`src/rvPkg.sv`:
```
package rvPkg;

    // Memory depths in 32-bit words
    localparam int ImemWords = 256;
    localparam int DmemWords = 256;

    localparam logic [31:0] ResetPc = 32'h0000_0000;

    // addi x0,x0,0
    localparam logic [31:0] Nop = 32'h0000_0013;

    typedef enum logic [6:0] {
        opImm    = 7'b0010011,
        opLui    = 7'b0110111,
        opReg    = 7'b0110011,
        opLoad   = 7'b0000011,
        opStore  = 7'b0100011,
        opBranch = 7'b1100011,
        opJal    = 7'b1101111,
        opJalr   = 7'b1100111
    } opcodeE;

    typedef enum logic [3:0] {
        aluAdd   = 4'd0,
        aluSub   = 4'd1,
        aluAnd   = 4'd2,
        aluOr    = 4'd3,
        aluXor   = 4'd4,
        aluSlt   = 4'd5,
        aluSll   = 4'd6,
        aluSrl   = 4'd7,
        aluPassB = 4'd8
    } aluOpE;

    typedef enum logic [2:0] {
        immI = 3'd0,
        immS = 3'd1,
        immB = 3'd2,
        immJ = 3'd3,
        immU = 3'd4
    } immSrcE;

    // resultSrc set means the result comes from data memory
    typedef struct packed {
        logic  regWrite;
        logic  resultSrc;
        logic  memWrite;
        aluOpE aluCtrl;
        logic  aluSrc;
    } ctrlS;

    typedef struct packed {
        ctrlS        ctrl;
        logic [31:0] rd1;
        logic [31:0] rd2;
        logic [4:0]  rs1;
        logic [4:0]  rs2;
        logic [4:0]  rd;
        logic [31:0] extImm;
    } idExS;

    typedef struct packed {
        logic        regWrite;
        logic        resultSrc;
        logic        memWrite;
        logic [31:0] aluOut;
        logic [31:0] writeData;
        logic [4:0]  rd;
    } exMemS;

    typedef struct packed {
        logic        regWrite;
        logic [31:0] result;
        logic [4:0]  rd;
    } memWbS;

endpackage

```
`src/hazardUnit.sv`:
```
`timescale 1ns/10ps

module hazardUnit (
    input  logic         pcSrcD,
    input  logic [4:0]   rs1D,
    input  logic [4:0]   rs2D,
    input  logic         branchD,
    input  rvPkg::idExS  idEx,
    input  rvPkg::exMemS exMem,
    input  rvPkg::memWbS memWb,
    output logic         stallF,
    output logic         stallD,
    output logic         flushD,
    output logic         flushE,
    output logic         forwardAD,
    output logic         forwardBD,
    output logic [1:0]   forwardAE,
    output logic [1:0]   forwardBE
);

    logic mHit1E;
    logic mHit2E;
    logic wHit1E;
    logic wHit2E;
    logic eHitD;
    logic mHitD;
    logic lwStall;
    logic branchStall;

    // Execute operands, memory stage wins over write-back
    assign mHit1E = exMem.regWrite && exMem.rd != 5'd0 && exMem.rd == idEx.rs1;
    assign mHit2E = exMem.regWrite && exMem.rd != 5'd0 && exMem.rd == idEx.rs2;
    assign wHit1E = memWb.regWrite && memWb.rd != 5'd0 && memWb.rd == idEx.rs1;
    assign wHit2E = memWb.regWrite && memWb.rd != 5'd0 && memWb.rd == idEx.rs2;

    assign forwardAE = mHit1E ? 2'd2 : wHit1E ? 2'd1 : 2'd0;
    assign forwardBE = mHit2E ? 2'd2 : wHit2E ? 2'd1 : 2'd0;

    // Branch operands in decode take the memory-stage ALU result
    assign forwardAD = exMem.regWrite && !exMem.resultSrc && exMem.rd != 5'd0
                       && exMem.rd == rs1D;
    assign forwardBD = exMem.regWrite && !exMem.resultSrc && exMem.rd != 5'd0
                       && exMem.rd == rs2D;

    assign eHitD = idEx.rd != 5'd0 && (idEx.rd == rs1D || idEx.rd == rs2D);
    assign mHitD = exMem.rd != 5'd0 && (exMem.rd == rs1D || exMem.rd == rs2D);

    assign lwStall = idEx.ctrl.resultSrc && eHitD;

    // Result still in execute, or a load still in memory
    assign branchStall = branchD && ((idEx.ctrl.regWrite && eHitD)
                                     || (exMem.resultSrc && mHitD));

    assign stallD = lwStall | branchStall;
    assign stallF = stallD;
    assign flushE = stallD;
    assign flushD = pcSrcD && !stallD;

endmodule

```
`config.mk`:
```
export PLATFORM = sky130hd
export DESIGN_NAME = hazardUnit
export DESIGN_NICKNAME = d
export VERILOG_FILES = /design/src/rvPkg.sv /design/src/hazardUnit.sv
export SDC_FILE = /design/constraint.sdc
export NUM_CORES = 1
export LEC_CHECK = 0
export BUFFER_PORTS_ARGS = -buffer_cell sky130_fd_sc_hd__buf_2
export CAP_MARGIN = 5
export CORE_AREA = 2 2 96 98
export DETAILED_ROUTE_END_ITERATION = 8
export DIE_AREA = 0 0 98 100
export GPL_TIMING_DRIVEN = 1
export PLACE_DENSITY = 0.53
export SLEW_MARGIN = 20
export SYNTH_ARGS = -nofsm -noshare
export SYNTH_HDL_FRONTEND = slang
export SYNTH_SLANG_ARGS = --single-unit
```
`constraint.sdc`:
```
create_clock -name vclk -period 1.3
set_input_delay 0.065 -clock vclk [all_inputs]
set_output_delay 0.065 -clock vclk [all_outputs]
set_load 0.05 [all_outputs]
```
==> flow_summary_export.csv <==
group,metric,value,unit
die,rows,35,
timing,slew_headroom,77.9,%
place,dp_hpwl,2630,µm
worst_setup_path,critPathLaunchType,"input port",
timing,setup-tns-final,-1260,ps
place,gp_congestion,0.758,
synthesis,syn_area,624,µm²
layout,nets,398,
die,core,8890,µm²
min_path,min_path_cells,3,
timing,worst_slew_pin_slew,330,ps
detailed_routing,drc_errors,0,
timing,slew_violations,0,
layout,mostFrequentLayoutCells,"buf_2 (39), buf_4 (27), xor2_1 (24), xnor2_1 (14), buf_6 (11)",
timing,finalHoldViolCount,0,
global_route,grt.total_usage,5.74,%
worst_setup_path,crit_type,"input port to output port",
worst_setup_path,required,1240,ps
layout,syn_to_final_growth,126,%
detailed_routing,ant_nets,0,
layout,layout_commonest_cell,"buf_2",
synthesis,syn_inst,81,
place,post-place-ws,-335,ps
pwr,power,0.447,mW
timing,period_needed,1520,ps
layout,seqCellArea,0,µm²
die,boundaryPins,251,
layout,utilization,15.9,%
worst_setup_path,crit_fanout,2,
die,dieArea,9800,µm²
global_route,grt_pass1_vias,897,
synthesis,syn-num-nets,322,
worst_setup_path,crit_path_end_kind,"output port",
min_path,worstHoldPathType,"input port to output port",
global_route,grt_pass1_wl,4620,µm
pwr,p_leak,0.605,nW
global_route,antenna_found_initial,0,
pwr,ir_drop,0.117,mV
layout,nClkBuffers,0,
die,die_w,98,µm
outcome,status,"finished, violations left",
synthesis,synth.distinct_cells,18,
timing,rsz0062_at_grt,"yes",
die,start_util,7.02,%
detailed_routing,vias,828,
layout,drive_above_1_share,63.2,%
synthesis,postSynthAreaPerCell,7.71,µm²
global_route,grt_max_degree,6,
detailed_routing,vias_per_cell,3.11,
layout,layout.cells.non_filler,266,
layout,num_antenna_cells,0,
detailed_routing,avgRoutedWirePerCell,10.9,µm
detailed_routing,dr.first_iter.drc_count,10,
synthesis,yosysWarnings,0,
timing,setup_viol,10,
detailed_routing,wl,2890,µm
flow_run,cap_viol_max_count,0,
timing,timing.fmax,0.657,GHz
layout,seq_cells,0,
timing,fin_ws,-223,ps
pwr,power-per-cell-area,316,nW/µm²
detailed_routing,first_pass_iters,4,
place,port_buffers,52,
global_route,overflow,0,
die,die_h,100,µm
place,dpl.cell_count,264,
outcome,violations,"negative setup slack",
worst_setup_path,cp_data_arrival_time,1460,ps
timing,timing.final.crit_share,117,%
synthesis,yosysSeqAreaShare,0,%
==> metrics by stage <==
step,hold slack (ps),instance area [µm²]
final,485,1410
after floorplan,232,694
after detailed placement,518,1220
after CTS,463,1360
after global routing,505,1410
after global placement,514,1220
==> final cells by class <==
type / instances / area (µm²)
Tap cell: 111 / 139
Multi-Input combinational cell: 72 / 663
Fill cell: 1004 / 7480
Timing Repair Buffer: 83 / 612
==> worst paths after layout <==
check | from | to
worst max-delay path | memWb[1] | forwardAE[0]
worst min-delay path | exMem[70] | forwardAD
==> report_power, final <==
part | internal, mW | switching, mW | total [mW]
Combinational | 0.231 | 0.216 | 0.447
Clock | 0 | 0 | 0
Sequential | 0 | 0 | 0
Total | 0.231 | 0.216 | 0.447
==> timing repair <==
action                                  CTS  global route
buffers inserted                          2             3
endpoints found under the hold margin     0             0
hold buffers                              0             0
endpoints found under the setup margin   10            10
pin swaps                                 5            10
resized for setup                        37             7
==> worst max-delay path, cell delays in order <==
cell,delay (ps)
buf_6,90
buf_6,100
xor2_1,150
or4_4,540
nor4_4,300
buf_6,200
==> synth_stat cells <==
cell type  instances  area, µm²
buf_2              2       10.0
or4_1              3       22.5
o21ai_0            2       10.0
nand3_1            6       30.0
buf_4              4       30.0
nor3_1             7       35.0
clkbuf_1           2       7.51
a211o_1            1       8.76
nor4_2             4       50.1
and3_1             1       6.26
a21oi_1            2       10.0
o21ai_4            1       16.3
buf_6              1       11.3
xor2_1            24        210
xnor2_1           16        140
or4_4              1       11.3
nor2_1             2       7.51
nand2_1            2       7.51
==> cell families (layout without fill, tap and decap cells) <==
group | after synthesis | in the layout | share of synthesized area (%)
compound gates | 6 | 6 | 7.22
simple gates | 26 | 26 | 27.3
buf+inv | 9 | 83 | 9.42
xor+xnor | 40 | 40 | 56.1
==> layer usage <==
layer | GRT usage [%] | part of all wire [%] | vias up | wire length (µm)
met2 | 9.59 | 46 | 33 | 1340
met1 | 8.74 | 49 | 373 | 1430
li1 | - | - | 422 | -
met3 | 0.209 | 4.1 | 0 | 119
met4 | 0 | 0 | 0 | 0
met5 | 0 | 0 | - | 0
Note: power is estimated with default switching activity, not from simulation.
