`src/rvPkg.sv`:
```
package rvPkg;

    // Memory depths in 32-bit words
    localparam int ImemWords = 256;
    localparam int DmemWords = 256;

    localparam logic [31:0] ResetPc = 32'h0000_0000;

    // addi x0,x0,0
    localparam logic [31:0] Nop = 32'h0000_0013;

    typedef enum logic [6:0] {
        opImm    = 7'b0010011,
        opLui    = 7'b0110111,
        opReg    = 7'b0110011,
        opLoad   = 7'b0000011,
        opStore  = 7'b0100011,
        opBranch = 7'b1100011,
        opJal    = 7'b1101111,
        opJalr   = 7'b1100111
    } opcodeE;

    typedef enum logic [3:0] {
        aluAdd   = 4'd0,
        aluSub   = 4'd1,
        aluAnd   = 4'd2,
        aluOr    = 4'd3,
        aluXor   = 4'd4,
        aluSlt   = 4'd5,
        aluSll   = 4'd6,
        aluSrl   = 4'd7,
        aluPassB = 4'd8
    } aluOpE;

    typedef enum logic [2:0] {
        immI = 3'd0,
        immS = 3'd1,
        immB = 3'd2,
        immJ = 3'd3,
        immU = 3'd4
    } immSrcE;

    // resultSrc set means the result comes from data memory
    typedef struct packed {
        logic  regWrite;
        logic  resultSrc;
        logic  memWrite;
        aluOpE aluCtrl;
        logic  aluSrc;
    } ctrlS;

    typedef struct packed {
        ctrlS        ctrl;
        logic [31:0] rd1;
        logic [31:0] rd2;
        logic [4:0]  rs1;
        logic [4:0]  rs2;
        logic [4:0]  rd;
        logic [31:0] extImm;
    } idExS;

    typedef struct packed {
        logic        regWrite;
        logic        resultSrc;
        logic        memWrite;
        logic [31:0] aluOut;
        logic [31:0] writeData;
        logic [4:0]  rd;
    } exMemS;

    typedef struct packed {
        logic        regWrite;
        logic [31:0] result;
        logic [4:0]  rd;
    } memWbS;

endpackage

```
`src/controlUnit.sv`:
```
`timescale 1ns/10ps

module controlUnit (
    input  rvPkg::opcodeE opcode,
    input  logic [2:0]    funct3,
    input  logic          funct7b5,
    output rvPkg::ctrlS   ctrl,
    output rvPkg::immSrcE immSrc,
    output logic          isBeq,
    output logic          isBne,
    output logic          isJal,
    output logic          isJalr
);
    import rvPkg::*;

    always_comb begin
        ctrl   = '0;
        immSrc = immI;
        isBeq  = 1'b0;
        isBne  = 1'b0;
        isJal  = 1'b0;
        isJalr = 1'b0;
        case (opcode)
            opImm: begin
                immSrc = immI;
                ctrl.aluSrc = 1'b1;
                ctrl.regWrite = 1'b1;
                case (funct3)
                    3'b000:  ctrl.aluCtrl = aluAdd;
                    3'b010:  ctrl.aluCtrl = aluSlt;
                    3'b100:  ctrl.aluCtrl = aluXor;
                    3'b110:  ctrl.aluCtrl = aluOr;
                    3'b111:  ctrl.aluCtrl = aluAnd;
                    // Shifts by immediate are not supported
                    default: ctrl = '0;
                endcase
            end
            opLui: begin
                immSrc = immU;
                ctrl.regWrite = 1'b1;
                ctrl.aluSrc = 1'b1;
                ctrl.aluCtrl = aluPassB;
            end
            opReg: begin
                ctrl.regWrite = 1'b1;
                case (funct3)
                    3'b000:  ctrl.aluCtrl = funct7b5 ? aluSub : aluAdd;
                    3'b001:  ctrl.aluCtrl = aluSll;
                    3'b010:  ctrl.aluCtrl = aluSlt;
                    3'b100:  ctrl.aluCtrl = aluXor;
                    3'b101:  ctrl.aluCtrl = aluSrl;
                    3'b110:  ctrl.aluCtrl = aluOr;
                    3'b111:  ctrl.aluCtrl = aluAnd;
                    default: ctrl = '0;
                endcase
            end
            opLoad: begin
                immSrc = immI;
                ctrl.regWrite = 1'b1;
                ctrl.resultSrc = 1'b1;
                ctrl.aluSrc = 1'b1;
                ctrl.aluCtrl = aluAdd;
            end
            opStore: begin
                immSrc = immS;
                ctrl.memWrite = 1'b1;
                ctrl.aluSrc = 1'b1;
                ctrl.aluCtrl = aluAdd;
            end
            opBranch: begin
                // Resolved in decode, nothing goes down the pipe
                immSrc = immB;
                isBeq = (funct3 == 3'b000);
                isBne = (funct3 == 3'b001);
            end
            opJal: begin
                immSrc = immJ;
                isJal = 1'b1;
                ctrl.regWrite = 1'b1;
                ctrl.aluSrc = 1'b1;
                ctrl.aluCtrl = aluPassB;
            end
            opJalr: begin
                immSrc = immI;
                isJalr = 1'b1;
                ctrl.regWrite = 1'b1;
                ctrl.aluSrc = 1'b1;
                ctrl.aluCtrl = aluPassB;
            end
            default: ctrl = '0;
        endcase
    end

endmodule

```
`src/regFile.sv`:
```
`timescale 1ns/10ps

module regFile (
    input  logic        clk,
    input  logic        rstN,
    input  logic        we,
    input  logic [4:0]  wa,
    input  logic [31:0] wd,
    input  logic [4:0]  ra1,
    input  logic [4:0]  ra2,
    output logic [31:0] rd1,
    output logic [31:0] rd2,
    output logic [31:0] a0
);

    logic [31:0] regs [32];

    always_ff @(posedge clk or negedge rstN) begin
        if (!rstN) begin
            for (int i = 0; i < 32; i++) begin
                regs[i] <= '0;
            end
        end else if (we && wa != 5'd0) begin
            regs[wa] <= wd;
        end
    end

    // Write-through so decode sees the write-back value this cycle
    assign rd1 = (ra1 == 5'd0) ? '0 : (we && wa == ra1) ? wd : regs[ra1];
    assign rd2 = (ra2 == 5'd0) ? '0 : (we && wa == ra2) ? wd : regs[ra2];

    assign a0 = regs[10];

endmodule

```
`src/decodeStage.sv`:
```
`timescale 1ns/10ps

module decodeStage (
    input  logic         clk,
    input  logic         rstN,
    input  logic         flushE,
    input  logic [31:0]  instrD,
    input  logic [31:0]  pcD,
    input  rvPkg::memWbS wb,
    input  logic [31:0]  aluOutM,
    input  logic         forwardAD,
    input  logic         forwardBD,
    output rvPkg::idExS  idEx,
    output logic         pcSrcD,
    output logic [31:0]  pcBranchD,
    output logic         branchD,
    output logic [4:0]   rs1D,
    output logic [4:0]   rs2D,
    output logic [31:0]  a0
);
    import rvPkg::*;

    ctrlS        ctrlD;
    immSrcE      immSrcD;
    logic        isBeq;
    logic        isBne;
    logic        isJal;
    logic        isJalr;
    logic [31:0] rd1D;
    logic [31:0] rd2D;
    logic [31:0] extImmD;
    logic [31:0] srcAD;
    logic [31:0] srcBD;
    idExS        idExNext;

    controlUnit uControl (
        .opcode   (opcodeE'(instrD[6:0])),
        .funct3   (instrD[14:12]),
        .funct7b5 (instrD[30]),
        .ctrl     (ctrlD),
        .immSrc   (immSrcD),
        .isBeq    (isBeq),
        .isBne    (isBne),
        .isJal    (isJal),
        .isJalr   (isJalr)
    );

    regFile uRegFile (
        .clk  (clk),
        .rstN (rstN),
        .we   (wb.regWrite),
        .wa   (wb.rd),
        .wd   (wb.result),
        .ra1  (rs1D),
        .ra2  (rs2D),
        .rd1  (rd1D),
        .rd2  (rd2D),
        .a0   (a0)
    );

    assign rs1D = instrD[19:15];
    assign rs2D = instrD[24:20];

    always_comb begin
        case (immSrcD)
            immS:    extImmD = {{20{instrD[31]}}, instrD[31:25], instrD[11:7]};
            immB:    extImmD = {{19{instrD[31]}}, instrD[31], instrD[7],
                                instrD[30:25], instrD[11:8], 1'b0};
            immJ:    extImmD = {{11{instrD[31]}}, instrD[31], instrD[19:12],
                                instrD[20], instrD[30:21], 1'b0};
            immU:    extImmD = {instrD[31:12], 12'b0};
            default: extImmD = {{20{instrD[31]}}, instrD[31:20]};
        endcase
    end

    // Branch operands, memory-stage result forwarded in
    assign srcAD = forwardAD ? aluOutM : rd1D;
    assign srcBD = forwardBD ? aluOutM : rd2D;

    assign branchD = isBeq | isBne | isJalr;

    assign pcBranchD = isJalr ? ((srcAD + extImmD) & ~32'd1) : (pcD + extImmD);

    always_comb begin
        if (isBeq) begin
            pcSrcD = (srcAD == srcBD);
        end else if (isBne) begin
            pcSrcD = (srcAD != srcBD);
        end else begin
            pcSrcD = isJal | isJalr;
        end
    end

    always_comb begin
        idExNext.ctrl = ctrlD;
        idExNext.rd1 = rd1D;
        idExNext.rd2 = rd2D;
        idExNext.rs1 = rs1D;
        idExNext.rs2 = rs2D;
        idExNext.rd = instrD[11:7];
        // Link value rides through the ALU as operand B
        idExNext.extImm = (isJal | isJalr) ? pcD + 32'd4 : extImmD;
    end

    // Decode/execute register
    always_ff @(posedge clk or negedge rstN) begin
        if (!rstN) begin
            idEx <= '0;
        end else if (flushE) begin
            idEx <= '0;
        end else begin
            idEx <= idExNext;
        end
    end

    assert property (@(posedge clk) disable iff (!rstN) flushE |=> !idEx.ctrl.regWrite)
        else $error("decodeStage: bubble after flushE still writes a register");

endmodule

```
`config.mk`:
```
export PLATFORM = sky130hd
export DESIGN_NAME = decodeStage
export DESIGN_NICKNAME = d
export VERILOG_FILES = /design/src/rvPkg.sv /design/src/controlUnit.sv /design/src/regFile.sv /design/src/decodeStage.sv
export SDC_FILE = /design/constraint.sdc
export NUM_CORES = 2
export LEC_CHECK = 0
export BUFFER_PORTS_ARGS = -buffer_cell sky130_fd_sc_hd__buf_2
export CORE_MARGIN = 3
export CORE_UTILIZATION = 34
export CTS_BUF_LIST = sky130_fd_sc_hd__clkbuf_4 sky130_fd_sc_hd__clkbuf_8 sky130_fd_sc_hd__clkbuf_16
export DETAILED_ROUTE_END_ITERATION = 6
export PLACE_DENSITY = 0.46
export SLEW_MARGIN = 5
export SYNTH_ARGS = -nofsm -noshare
export SYNTH_HDL_FRONTEND = slang
export SYNTH_HIERARCHICAL = 1
export SYNTH_SLANG_ARGS = --single-unit
```
`constraint.sdc`:
```
create_clock -name clk -period 9.1 [get_ports clk]
set_clock_uncertainty 0.2 [all_clocks]
set_input_delay 1.365 -clock clk [delete_from_list [all_inputs] [get_ports clk]]
set_output_delay 1.365 -clock clk [all_outputs]
set_load 0.005 [all_outputs]
```
==> out/metrics.yaml <==
cp.required_ns: 7.54
yosysUniqueCellTypes: 85
yosys_register_bits: 1143
worstSetupPathType: "input port to output pin"
synth_edf_count: 0
tns_ns: 0
synth_top_area_share: 0.4399
layout_commonest_cell: "dfrtp_1"
cts_tree: "yes"
areaGrowthSynthToFinish_pct: 13.57
hold_path.class: "register to register"
dieArea_mm2: 0.1965
startpoint: "instrD[16]"
final_cell_mix: "1,143 x dfrtp_1, 1,122 x mux2_2, 366 x mux4_2"
grt_first_pass_wirelength_um: 368600
clockBufferDepth: 3
drc_errors: 0
run_status: "completed"
end_kind: "output pin"
drive_gt1_frac: 0.4486
vias: 46410
slew_headroom: 0.2045
die_y_um: 443.3
tightest_slew_ns: 1.190
reg2reg_from: "uRegFile/regs[597]$_DFFE_PN0P_"
n_fill_cell: 18020
synth_cells: 4992
fp.dieW_um: 443.3
power_leakage_nw: 32.36
syn-num-nets: 5195
yosysSeqAreaShare: 0.4399
first_global_vias: 46510
via_per_inst: 6.028
detail-route-antenna-nets: 0
crit_fanout: 37
start_util: 0.3440
worstSetupEndpoint: "pcBranchD[31]"
r2r-end: "idEx[100]$_DFF_PN0_"
cts_resized: 0
clkSinkCount: 1143
dr.pass1.iters: 6
ys_async_sr_fraction: 1.000
wl_um: 262000
fp-row-count: 159
fmax_mhz: 118.8
grt_max_degree: 151
nNetsFinal: 5294
finalHoldViolCount: 0
final-instance-count-excl-fill: 7698
gr-total-overflow: 0
io-pin-count: 334
rrSetupSlack_ns: 6.02
maxCapViolCount: 0
postSynthAreaPerCell_um2: 13.02
cp.arrival_ns: 6.85
yosys_warnings: 6
netlist_area_mm2: 0.06502
dpl_worst_slack_ns: 0.8085
hpwl_um: 172700
post-cts-setup-buffers: 0
antenna_found_initial: 22
rr_worst_depth: 6
rsz0062_at_grt: "no"
crit_path_start_kind: "input port"
numPortBuffers: 333
setup_violations: 0
p_per_area_mw_per_mm2: 217.6
fin_crit_sh: 0.9247
min_period_ns: 8.415
clock_latency_ns: 0.80
synth_area_leaders: "dfrtp_1 44%, mux2_2 19%, mux4_2 13%"
place_inst: 7446
core_mm2: 0.1890
cts_root_buf: "clkbuf_16"
synth.largest_area_cell: "dfrtp_1"
numCtsBuffers: 138
grt.total_usage: 0.2610
wl_per_cell_um: 34.03
ir_worst_vdd_mv: 0.1369
slew_viol_final: 0
first_iter_violations: 3953
cts.htree.levels: 4
synth_ff_type: "dfrtp_1"
setup_ws_ns: 0.6855
gp_congestion: 0.9074
hold_buffers: 0
cts.clk_slew.worst_paths_ns: 0.05
[cell type report]
class                           instances  area, um^2  share of cell area
Inverter                               28       105.1            0.001423
Tap cell                             2495        3122             0.04228
Antenna cell                            9       22.52           0.0003050
Clock buffer                          197        4124             0.05585
Multi-Input combinational cell       3277       33980              0.4602
Timing Repair Buffer                  503        3306             0.04477
Sequential cell                      1143       28600              0.3874
Clock inverter                         46       576.8            0.007812
[registers in the layout, indices dropped and copies added (netlist names)]
signal / flops
idEx: 119
uRegFile/a0: 32
uRegFile/regs: 992
[worst min path at each step]
stage                                                from                              end  slack [ns]  depth (start not counted)
after floorplan           uRegFile/regs[1000]$_DFFE_PN0P_  uRegFile/regs[1000]$_DFFE_PN0P_        0.24                          1
after global placement     uRegFile/regs[994]$_DFFE_PN0P_   uRegFile/regs[994]$_DFFE_PN0P_        0.18                          0
after detailed placement  uRegFile/regs[1008]$_DFFE_PN0P_  uRegFile/regs[1008]$_DFFE_PN0P_        0.18                          0
after CTS                 uRegFile/regs[1015]$_DFFE_PN0P_  uRegFile/regs[1015]$_DFFE_PN0P_        0.20                          0
after global routing      uRegFile/regs[1014]$_DFFE_PN0P_  uRegFile/regs[1014]$_DFFE_PN0P_        0.20                          0
final                     uRegFile/regs[1014]$_DFFE_PN0P_  uRegFile/regs[1014]$_DFFE_PN0P_        0.19                          0
[metrics by stage]
stage / total power [mW] / hold WS [ns] / utilization / instance area, um^2
2_1_floorplan: 9.004 / 0.2413 / - / 65020
3_3_place_gp: 10.27 / 0.1767 / 0.3657 / 69120
3_5_place_dp: 10.33 / 0.1833 / 0.3657 / 69120
5_1_grt: 16.71 / 0.2036 / 0.3906 / 73820
4_1_cts: 16.17 / 0.1971 / 0.3906 / 73820
6_report: 16.06 / 0.1930 / 0.3907 / 73840
[where the power goes]
group          leakage [nW]  switching [mW]  internal [mW]
clock                  2.35            2.38           3.40
sequential             14.7           0.684           5.99
combinational          15.3            1.74           1.87
[logic make-up (layout without fill, tap and decap cells)]
| kind of cell | Yosys count | in the layout | synth area share |
|---|---|---|---|
| flops | 1143 | 1143 | 0.4399 |
| mux | 1742 | 1742 | 0.3603 |
| buf+inv | 572 | 774 | 0.04105 |
| other cells | 0 | 9 | 0 |
| fa+ha+maj | 64 | 64 | 0.01255 |
| xor+xnor | 121 | 121 | 0.01630 |
| simple gates | 565 | 565 | 0.04417 |
| compound gates | 785 | 785 | 0.08568 |
[Yosys cell counts (67+ instances only)]
master,instances
a21oi_1,168
a22o_1,86
a22oi_1,76
buf_1,67
buf_2,105
buf_4,69
clkbuf_1,286
dfrtp_1,1143
mux2_2,1122
mux2i_1,251
mux4_2,366
nand2_1,134
nor2_1,119
nor2b_1,105
o21ai_0,74
o22ai_1,100
xnor2_1,71
[metal layers]
| metal | GRT usage | wire [um] | vias up |
|---|---|---|---|
| li1 | - | - | 19110 |
| met3 | 0.04877 | 17110 | 401 |
| met5 | 0 | 84 | - |
| met2 | 0.4165 | 121000 | 1780 |
| met1 | 0.3591 | 115300 | 25100 |
| met4 | 0.08197 | 8476 | 12 |
[critical path, stage by stage]
cell and delay [ns]:
buf_4 0.60, or3b_4 0.50, buf_12 0.36, o22ai_1 0.12, a2111oi_0 0.74, a21oi_1 0.32
a22o_1 0.35, mux2_2 0.33, ha_1 0.38, nand2_1 0.12, o21ai_0 0.38, a31oi_1 0.07
o211ai_1 0.20, a31oi_1 0.07, xor2_1 0.17, a21oi_1 0.14, o21ai_1 0.09, xnor2_1 0.20
buf_2 0.15
Note: power is estimated with default switching activity, not from simulation.
