--- src/rvPkg.sv ---
package rvPkg;

    // Memory depths in 32-bit words
    localparam int ImemWords = 256;
    localparam int DmemWords = 256;

    localparam logic [31:0] ResetPc = 32'h0000_0000;

    // addi x0,x0,0
    localparam logic [31:0] Nop = 32'h0000_0013;

    typedef enum logic [6:0] {
        opImm    = 7'b0010011,
        opLui    = 7'b0110111,
        opReg    = 7'b0110011,
        opLoad   = 7'b0000011,
        opStore  = 7'b0100011,
        opBranch = 7'b1100011,
        opJal    = 7'b1101111,
        opJalr   = 7'b1100111
    } opcodeE;

    typedef enum logic [3:0] {
        aluAdd   = 4'd0,
        aluSub   = 4'd1,
        aluAnd   = 4'd2,
        aluOr    = 4'd3,
        aluXor   = 4'd4,
        aluSlt   = 4'd5,
        aluSll   = 4'd6,
        aluSrl   = 4'd7,
        aluPassB = 4'd8
    } aluOpE;

    typedef enum logic [2:0] {
        immI = 3'd0,
        immS = 3'd1,
        immB = 3'd2,
        immJ = 3'd3,
        immU = 3'd4
    } immSrcE;

    // resultSrc set means the result comes from data memory
    typedef struct packed {
        logic  regWrite;
        logic  resultSrc;
        logic  memWrite;
        aluOpE aluCtrl;
        logic  aluSrc;
    } ctrlS;

    typedef struct packed {
        ctrlS        ctrl;
        logic [31:0] rd1;
        logic [31:0] rd2;
        logic [4:0]  rs1;
        logic [4:0]  rs2;
        logic [4:0]  rd;
        logic [31:0] extImm;
    } idExS;

    typedef struct packed {
        logic        regWrite;
        logic        resultSrc;
        logic        memWrite;
        logic [31:0] aluOut;
        logic [31:0] writeData;
        logic [4:0]  rd;
    } exMemS;

    typedef struct packed {
        logic        regWrite;
        logic [31:0] result;
        logic [4:0]  rd;
    } memWbS;

endpackage

--- src/executeStage.sv ---
`timescale 1ns/10ps

module executeStage (
    input  logic         clk,
    input  logic         rstN,
    input  rvPkg::idExS  idEx,
    input  logic [31:0]  resultW,
    input  logic [1:0]   forwardAE,
    input  logic [1:0]   forwardBE,
    output rvPkg::exMemS exMem
);
    import rvPkg::*;

    logic [31:0] srcA;
    logic [31:0] fwdB;
    logic [31:0] srcB;
    logic [31:0] aluOut;

    // 2 is the memory stage, 1 is write-back
    always_comb begin
        case (forwardAE)
            2'd1:    srcA = resultW;
            2'd2:    srcA = exMem.aluOut;
            default: srcA = idEx.rd1;
        endcase
        case (forwardBE)
            2'd1:    fwdB = resultW;
            2'd2:    fwdB = exMem.aluOut;
            default: fwdB = idEx.rd2;
        endcase
    end

    assign srcB = idEx.ctrl.aluSrc ? idEx.extImm : fwdB;

    always_comb begin
        case (idEx.ctrl.aluCtrl)
            aluAdd:   aluOut = srcA + srcB;
            aluSub:   aluOut = srcA - srcB;
            aluAnd:   aluOut = srcA & srcB;
            aluOr:    aluOut = srcA | srcB;
            aluXor:   aluOut = srcA ^ srcB;
            aluSlt:   aluOut = {31'b0, $signed(srcA) < $signed(srcB)};
            aluSll:   aluOut = srcA << srcB[4:0];
            aluSrl:   aluOut = srcA >> srcB[4:0];
            aluPassB: aluOut = srcB;
            default:  aluOut = '0;
        endcase
    end

    // Execute/memory register
    always_ff @(posedge clk or negedge rstN) begin
        if (!rstN) begin
            exMem <= '0;
        end else begin
            exMem.regWrite <= idEx.ctrl.regWrite;
            exMem.resultSrc <= idEx.ctrl.resultSrc;
            exMem.memWrite <= idEx.ctrl.memWrite;
            exMem.aluOut <= aluOut;
            exMem.writeData <= fwdB;
            exMem.rd <= idEx.rd;
        end
    end

    assert property (@(posedge clk) disable iff (!rstN)
        idEx.ctrl.aluCtrl inside {aluAdd, aluSub, aluAnd, aluOr, aluXor,
                                  aluSlt, aluSll, aluSrl, aluPassB})
        else $error("executeStage: illegal ALU operation %0d", idEx.ctrl.aluCtrl);

endmodule

--- config.mk ---
export PLATFORM = sky130hd
export DESIGN_NAME = executeStage
export DESIGN_NICKNAME = d
export VERILOG_FILES = /design/src/rvPkg.sv /design/src/executeStage.sv
export SDC_FILE = /design/constraint.sdc
export NUM_CORES = 1
export LEC_CHECK = 0
export CORE_MARGIN = 1.5
export CORE_UTILIZATION = 45
export CTS_CLUSTER_SIZE = 30
export DETAILED_ROUTE_END_ITERATION = 6
export DONT_BUFFER_PORTS = 1
export PLACE_DENSITY_LB_ADDON = 0.2
export REMOVE_ABC_BUFFERS = 1
export SYNTH_ARGS = -nofsm -noshare
export SYNTH_HDL_FRONTEND = slang
export SYNTH_SLANG_ARGS = --single-unit
export TNS_END_PERCENT = 30
--- constraint.sdc ---
create_clock -name clk -period 6 [get_ports clk]
set_input_delay 0.3 -clock clk [delete_from_list [all_inputs] [get_ports clk]]
set_output_delay 0.3 -clock clk [all_outputs]
set_load 0.05 [all_outputs]
==> metrics, run 1 <==
share of layout cells above drive strength 1 0.0725; setup bufs post-CTS 0; Hold Violations, Final 0; RSZ-0062 raised after global routing false; vias in the first global route 12457; first-pass GRT wire length 79.3 mm; Worst Hold Slack 0.0622 ns; GP Congestion 1.02; ys async rst share 1.00; first drt pass iteration count 7; initial antenna violation count 1; starting density of the core 0.461; die width 167 um; Slew Viols, Final 0; DP Wirelength 40.1 mm; number of I/O pins 229; Worst Hold Class primary input to flop; Synth cell types 102; PD cells 283 nW/um2; Rel. slew slack 0.246; per-cell routed wire length 28.0 um; Iter 0 DRT Violations 1729; total clock sinks 72; non-filler cells, final 1936; max incr delay on CP 0.78 ns; # diodes 0; Global Route Usage Sum 0.378; fmax 213 MHz; GRT overflow 0; ANT nets after route 0; CTS root buf clkbuf_16; IO buf count 0; Main synth FF type dfrtp_1; num rows 59; Placeable Area 26200 um2; via count 13356; largest net degree at the start of global routing 73; CTS max path bufs 2; setup TNS 0 ns; crit-path cells inv_1, ha_2, a22oi_1, nor2_1, a21oi_1, o21ai_0, ha_1, nor4_2, and2b_2, nand2_2, o32ai_4, o21ai_2, a21oi_2, nor2_1, a221o_1, a211o_1; sequential area share after synthesis 0.149; startpoint types primary input; failing checks design-rule violations; most used cell along the critical path nor2_1; status finished, violations left; nets 1856; Area Growth Syn to Fin 4.08%; Die Span Y 167 um; Mapped Cells 1666; CP max stage cell ha_2; Post-synth EDFFs 0; final core utilization 0.479; # DRC 20; Routed WL 54.3 mm; placed cell count 1910; Synth Register Bits 72; max FFs per register 72; CP max FO 32; final setup violation count 0; fill count 2687; critical path capture point type flop; die area 27800 um2; Final period util 0.784; Leakage Power 0.00548 uW; Resized cells post-CTS 0; post-synthesis cell area 12100 um2; Ys Warns 0; maximum VDD drop 145 uV; worst slew pin tran 1.10 ns; Max-Cap Viols 0; Worst-path clk slew 0.07 ns; Worst Path Class, Setup primary input to flop; WP data required 6.25 ns; cts bufs inserted 9; Skew-Pair Late Insertion Delay 0.36 ns; CTS tree done; Largest Register exMem; post-layout minimum cycle time 4.70 ns; H-tree lvl count 3; DR vias/cell 6.90; Crit path arrival time 4.95 ns; final worst clock skew 0.0141 ns; syn_area_per_cell 7.24 um2; Top Registers exMem x72
-- repair_timing --
item                                    in CTS  in global routing
hold endpoints to repair                    80                  0
endpoints found under the setup margin       0                  0
hold buffers                                10                  0
-- cell usage in the layout, fill, tap and decap left out, drive strengths merged, types with 6 or more instances in the layout --
cell type	count
a221oi	41
mux2i	109
o31a	8
o22ai	15
o31ai	9
o211ai	47
a211oi	17
nand2	160
xnor2	9
and2	6
clkbuf	10
buf	43
nand2b	16
o221ai	17
ha	101
o2111ai	7
o21bai	9
nor2	181
or3	7
mux2	9
o21ai	160
a211o	9
a22oi	56
dfrtp	72
dlygate4sd3	9
nand3	24
inv	127
a31oi	14
a21oi	121
nor2b	16
a221o	22
nor3	33
a21o	13
-- layout make-up --
class / count / area [um2] / share of cell area
clock buffer: 10 / 239 / 0.0190
inverter: 128 / 483 / 0.0384
tap: 335 / 419 / 0.0334
multi-input combinational: 1333 / 9090 / 0.724
clock inverter: 6 / 82.6 / 0.00657
sequential: 72 / 1800 / 0.143
timing repair buffer: 52 / 445 / 0.0355
-- Yosys cell counts, types with 16 or more instances --
library cell,n,area share
nor3_1,30,0.012
nor2_1,180,0.056
inv_1,122,0.038
o21ai_0,108,0.045
a221oi_1,39,0.028
o21ai_1,50,0.021
nand2_1,159,0.049
buf_2,37,0.015
a22oi_1,56,0.035
mux2i_1,108,0.090
o211ai_1,46,0.029
ha_1,101,0.10
a21oi_1,120,0.050
a221o_1,22,0.018
nand3_1,24,0.010
dfrtp_1,72,0.15
a211oi_1,17,0.011
nor2b_1,16,0.0083
clkbuf_1,63,0.020
o221ai_1,17,0.012
-- worst max-delay path: cells and delay by family --
| kind | cells | cell delay, ns |
|---|---|---|
| compound gates | 8 | 2.37 |
| fa+ha+maj | 2 | 1.32 |
| simple gates | 5 | 0.90 |
| buf+inv | 1 | 0.04 |
-- per-layer routing --
layer  track usage  vias up  part of all wire
met2         0.566      884              0.43
met3        0.0841      114              0.11
li1              -     5989                 -
met1         0.531     6369              0.43
met4         0.135        0             0.033
met5             0        -                 0
-- power by group --
part / internal, uW / switching, uW
Sequential: 566 / 383
Combinational: 649 / 1310
Clock: 375 / 267
Total: 1590 / 1960
-- final timing paths --
path,startpoint,end,slack [ns],cells after the start
min in group asynchronous,rstN,exMem[12],0.47,2
max in group asynchronous,rstN,exMem[51],5.18,2
worst min-delay path,idEx[65],exMem[23],0.06,2
worst max-delay path,forwardBE[0],exMem[63],1.30,16
worst max register to register,exMem[38],exMem[57],1.38,13
worst min register to register,exMem[39],exMem[7],0.98,2
-- stage by stage --
step / power (uW) / instance area (um2) / worst slack, ns
floorplan: 2220 / 11300 / -0.825
global placement: 2810 / 12100 / 1.08
detailed placement: 2820 / 12100 / 1.06
CTS: 3480 / 12600 / 1.44
global route: 3710 / 12600 / 1.09
finish: 3550 / 12600 / 1.30
-- logic make-up (layout without fill, tap and decap cells) --
logic type | after synthesis | count (layout) | synth area share
AND/OR/NAND/NOR | 474 | 474 | 0.176
buffers and inverters | 261 | 196 | 0.100
flip-flops | 72 | 72 | 0.149
multiplexers | 120 | 120 | 0.103
XOR/XNOR | 11 | 11 | 0.00798
AO/OA/AOI/OAI | 625 | 625 | 0.355
adder cells (fa/ha/maj) | 103 | 103 | 0.108
Power figures use the tool's default switching activity.
==> inputs of run 2 (changes only) <==
- clock period: 6 -> 4.1 ns (I/O delays scaled with it)
==> metrics, run 2 (same netlist as run 1, synthesis figures left out) <==
# DRC 23 (was 20); max incr delay on CP 0.44 ns (was 0.78 ns); Skew-Pair Late Insertion Delay 0.38 ns (was 0.36 ns); RSZ-0062 raised after global routing false (unchanged); initial antenna violation count 1 (unchanged); Leakage Power 0.00654 uW (was 0.00548 uW); Rel. slew slack 0.361 (was 0.246); Routed WL 58.2 mm (was 54.3 mm); ANT nets after route 0 (unchanged); WP data required 4.35 ns (was 6.25 ns); DP Wirelength 44.7 mm (was 40.1 mm); # diodes 0 (unchanged); worst slew pin tran 0.955 ns (was 1.10 ns); non-filler cells, final 2157 (was 1936); Final period util 0.975; CP max stage cell dfrtp_1 (was ha_2); share of layout cells above drive strength 1 0.171 (was 0.0725); die area 27800 um2 (unchanged); die width 167 um (unchanged); Largest Register exMem (unchanged); vias in the first global route 13592 (was 12457); CP max FO 4 (was 32); IO buf count 0 (unchanged); first drt pass iteration count 7 (unchanged); starting density of the core 0.461 (unchanged); Worst-path clk slew 0.07 ns (about the same); design area 14300 um2 (was 12600 um2); Slew Viols, Final 0 (unchanged); first-pass GRT wire length 85.5 mm (was 79.3 mm); total clock sinks 72 (unchanged); GRT overflow 0 (unchanged); largest net degree at the start of global routing 73 (unchanged); nets 2077 (was 1856); most common cell after layout, fill and taps aside buf_4 (was nor2_1); PD cells 395 nW/um2 (was 283 nW/um2); fmax 250 MHz; maximum VDD drop 192 uV (was 145 uV); Crit path arrival time 4.25 ns (was 4.95 ns); via count 14320 (was 13356); Max-Cap Viols 0 (unchanged); Worst Hold Class primary input to flop (unchanged); CTS root buf clkbuf_16 (unchanged); Worst Path Class, Setup flop to flop (was primary input to flop); final setup violation count 0 (unchanged); cts bufs inserted 9 (unchanged); final core utilization 0.546 (was 0.479); pre-CTS worst setup slack -0.106 ns (was 1.06 ns); failing checks design-rule violations (unchanged); num rows 59 (unchanged); Placeable Area 26200 um2 (unchanged); Top Registers exMem x72 (unchanged); max FFs per register 72 (unchanged); final setup margin 0.102 ns (was 1.30 ns); Global Route Usage Sum 0.409 (was 0.378); Hold Violations, Final 0 (unchanged); startpoint types flop (was primary input); critical path capture point type flop (unchanged); per-cell routed wire length 27.0 um (was 28.0 um); CTS max path bufs 2 (unchanged); post-layout minimum cycle time 4.00 ns; most used cell along the critical path buf_4 (was nor2_1); most frequent cells in the layout 232 x buf_4, 180 x nor2_1, 159 x nand2_1 (was 180 x nor2_1, 159 x nand2_1, 122 x inv_1); DR vias/cell 6.64 (was 6.90); Area Growth Syn to Fin 18.5% (was 4.08%); status finished, violations left (unchanged); Die Span Y 167 um (unchanged); placed cell count 2103 (was 1910); CTS tree done (unchanged); H-tree lvl count 3 (unchanged); final worst clock skew 0.0188 ns (was 0.0141 ns); GP Congestion 1.05 (was 1.02); number of I/O pins 229 (unchanged); crit-path cells a221o_1, o211ai_4, inv_4, ha_1, fa_1, nand2b_1, a211oi_2, buf_4, nor3_4, o32ai_4, o21ai_2, a21oi_2, buf_4, o211ai_1, a311oi_1, o21ai_1 (was inv_1, ha_2, a22oi_1, nor2_1, a21oi_1, o21ai_0, ha_1, nor4_2, and2b_2, nand2_2, o32ai_4, o21ai_2, a21oi_2, nor2_1, a221o_1, a211o_1); DP Area 13600 um2 (was 12100 um2); Iter 0 DRT Violations 1860 (was 1729)
run 2: cell count changes in the layout (fill, tap and decap cells not counted), moves of 2 or more:
cell	change
buf_12	+3
buf_4	+191
bufinv_16	-2
clkinv_2	-3
clkinvlp_4	+2
dlygate4sd3_1	+27
inv_6	+2
inv_8	+2
run 2: power breakdown:
group	internal, uW	switching, uW	leakage (uW)
combinational	1350	2270	0.00551
sequential	832	341	0.000895
clock	425	430	0.000133
run 2: final timing paths:
path                                start         to  slack, ns  cells past startpoint
worst min register to register  exMem[39]   exMem[7]       0.57                      2
max in group asynchronous            rstN  exMem[65]       3.34                      2
worst max register to register  exMem[37]  exMem[67]       0.10                     16
worst max-delay path            exMem[37]  exMem[67]       0.10                     16
worst min-delay path             idEx[78]  exMem[36]      0.003                      2
min in group asynchronous            rstN  exMem[12]       0.40                      2
run 2: worst max-delay path, delay by kind of cell, from the launching register on:
kind | cells | cell delay, ns
flip-flops | 1 | 0.44
buffers and inverters | 3 | 0.41
AO/OA/AOI/OAI | 9 | 2.13
adder cells (fa/ha/maj) | 2 | 0.66
AND/OR/NAND/NOR | 2 | 0.24
run 2: area by class of cell:
class	instances	area (um2)
clock buffer	9	225
sequential	72	1800
timing repair buffer	273	2210
fill	2604	11900
clock inverter	7	62.6
tap	335	419
inverter	128	483
multi-input combinational	1333	9100
run 2: timing repair:
action	CTS	global route
gates resized for setup	1	2
pin swaps	0	5
endpoints found under the hold margin	107	0
buffers inserted	0	1
setup endpoints to repair	2	6
hold buffers	37	0
gates cloned	0	0
run 2: layer usage:
layer,up-vias,wire length [um],GRT usage,part of all wire
met5,-,0,0,0
met4,0,2310,0.163,0.040
met3,129,6130,0.0837,0.11
met2,934,24700,0.613,0.42
met1,6841,25100,0.571,0.43
li1,6416,-,-,-
run 2: through the flow:
step / hold slack [ns] / total power (uW) / TNS, ns
2_1_floorplan: -0.0906 / 3250 / -66.71
3_3_place_gp: -0.0893 / 4620 / -0.110
3_5_place_dp: -0.0895 / 4620 / -0.202
4_1_cts: 0.00548 / 5540 / 0
5_1_grt: 0.0365 / 5900 / 0
6_report: 0.00302 / 5650 / 0
==> inputs of run 3 (changes only) <==
- ABC_CLOCK_PERIOD_IN_PS: default -> 4100
- CORE_ASPECT_RATIO: default -> 0.75
- SKIP_LAST_GASP: default -> 1
==> metrics, run 3 (same netlist as run 1, synthesis figures left out) <==
ANT nets after route 0 (unchanged); fmax 245 MHz (was 250 MHz); R2R Setup Slk 0.02 ns (was 0.10 ns); # diodes 0 (unchanged); vias in the first global route 13068 (was 13592); Critical Path Stages 14 (was 16); PD cells 402 nW/um2 (was 395 nW/um2); critical path capture point type flop (unchanged); die width 192 um (was 167 um); most frequent cells in the layout 229 x buf_4, 180 x nor2_1, 159 x nand2_1 (was 232 x buf_4, 180 x nor2_1, 159 x nand2_1); largest net degree at the start of global routing 73 (unchanged); crit-path cells a221o_1, o21ai_1, inv_1, ha_1, o211a_1, o31ai_2, a32oi_1, a21oi_1, buf_4, o21ba_2, buf_4, a221o_1, o21ai_0, o211ai_1 (was a221o_1, o211ai_4, inv_4, ha_1, fa_1, nand2b_1, a211oi_2, buf_4, nor3_4, o32ai_4, o21ai_2, a21oi_2, buf_4, o211ai_1, a311oi_1, o21ai_1); WP data required 4.26 ns (was 4.35 ns); final setup violation count 0 (unchanged); Rel. slew slack 0.318 (was 0.361); Worst Setup EP exMem[58] (was exMem[67]); Top Registers exMem x72 (unchanged); per-cell routed wire length 27.1 um (was 27.0 um); CP max FO 6 (was 4); FF-to-FF path depth 14 (was 16); Leakage Power 0.00653 uW (was 0.00654 uW); via count 14350 (was 14320); RR Endpoint exMem[58] (was exMem[67]); DP Wirelength 45.4 mm (was 44.7 mm); post-layout minimum cycle time 4.08 ns (was 4.00 ns); CTS tree done (unchanged); Crit path arrival time 4.24 ns (was 4.25 ns); Worst Hold Class primary input to flop (unchanged); Hold Violations, Final 0 (unchanged); max incr delay on CP 0.51 ns (was 0.44 ns); Max-Cap Viols 0 (unchanged); total clock sinks 72 (unchanged); IO buf count 0 (unchanged); H-tree lvl count 3 (unchanged); Slew Viols, Final 0 (unchanged); Worst-path clk slew 0.07 ns (about the same); worst slew pin tran 1.02 ns (was 0.955 ns); first-pass GRT wire length 84.2 mm (was 85.5 mm); initial antenna violation count 3 (was 1); nets 2073 (was 2077); most common cell after layout, fill and taps aside buf_4 (unchanged); maximum VDD drop 269 uV (was 192 uV); CP Buf/Inv Count 3 (unchanged); Iter 0 DRT Violations 1871 (was 1860); final setup margin 0.0219 ns (was 0.102 ns); CTS max path bufs 2 (unchanged); num rows 51 (was 59); Worst Path Class, Setup flop to flop (unchanged); # DRC 0 (was 23); Top Family by Delay on Critical Path compound AO/OA/AOI/OAI gates (unchanged); Global Route Usage Sum 0.413 (was 0.409); Die Span Y 145 um (was 167 um); Final period util 0.995 (was 0.975); pre-CTS worst setup slack -0.163 ns (was -0.106 ns); cts bufs inserted 9 (unchanged); Critical Path Start exMem[40] (was exMem[37]); number of I/O pins 229 (unchanged); DR vias/cell 6.64 (about the same); Skew-Pair Late Insertion Delay 0.37 ns (was 0.38 ns); max FFs per register 72 (unchanged); share of layout cells above drive strength 1 0.169 (was 0.171); Area Growth Syn to Fin 18.7% (was 18.5%); final worst clock skew 0.0118 ns (was 0.0188 ns); Placeable Area 26200 um2 (about the same); RSZ-0062 raised after global routing true (was false); RR Startpoint exMem[40] (was exMem[37]); GP Congestion 1.08 (was 1.05); CTS root buf clkbuf_16 (unchanged); GRT overflow 0 (unchanged); startpoint types flop (unchanged); CP max stage cell a32oi_1 (was dfrtp_1); first drt pass iteration count 7 (unchanged); final core utilization 0.547 (was 0.546); status complete, no violations (was finished, violations left); Routed WL 58.6 mm (was 58.2 mm); Largest Register exMem (unchanged); die area 27800 um2 (about the same); starting density of the core 0.461 (about the same)
run 3: cell types whose count changed in the layout (fill, tap and decap cells not counted), moves of 2 or more:
cell,delta
buf_12,-3
dlygate4sd3_1,+2
buf_4,-3
clkinv_4,+2
clkinvlp_4,-3
bufinv_16,+2
run 3: what timing repair did:
action / 4_1_cts / 5_1_grt
pin swaps: 0 / 6
hold buffers: 39 / 0
setup buffers: 0 / 1
hold endpoints to repair: 109 / 0
setup endpoints to repair: 2 / 17
resized for setup: 1 / 7
run 3: area by class of cell:
type	count	area, um2
Multi-Input combinational cell	1333	9130
Tap cell	344	430
Fill cell	2568	11800
Clock inverter	7	103
Inverter	128	483
Timing Repair Buffer	269	2150
Clock buffer	9	225
Sequential cell	72	1800
run 3: metal layers:
metal | vias to the layer above | global-route usage | wire length (um)
met5 | - | 0.0183 | 55
met2 | 978 | 0.584 | 23400
met3 | 86 | 0.141 | 8330
met1 | 6860 | 0.586 | 25500
li1 | 6424 | - | -
met4 | 2 | 0.113 | 1330
run 3: where the power goes:
part / switching, uW / internal, uW
clock: 395 / 541
combinational: 2320 / 1330
sequential: 329 / 833
total: 3040 / 2710
run 3: per-stage QoR:
stage / cell area, um2 / instances / setup TNS [ns] / power (uW) / hold slack (ns)
floorplan: 11300 / 1533 / -66.71 / 3250 / -0.0906
global placement: 13500 / 2106 / -0.315 / 4610 / -0.0890
detailed placement: 13500 / 2106 / -0.578 / 4620 / -0.0891
CTS: 14300 / 2161 / 0 / 5620 / 0.00811
global route: 14300 / 2162 / -0.0524 / 6020 / 0.0217
finish: 14300 / 2162 / 0 / 5750 / 0.0132
run 3: worst min path at each step:
stage               start       end  cells after the start
2_1_floorplan        rstN  exMem[0]                      0
3_3_place_gp         rstN  exMem[6]                      0
3_5_place_dp         rstN  exMem[7]                      0
4_1_cts        resultW[3]  exMem[8]                      2
5_1_grt        resultW[3]  exMem[8]                      2
6_report       resultW[3]  exMem[8]                      2
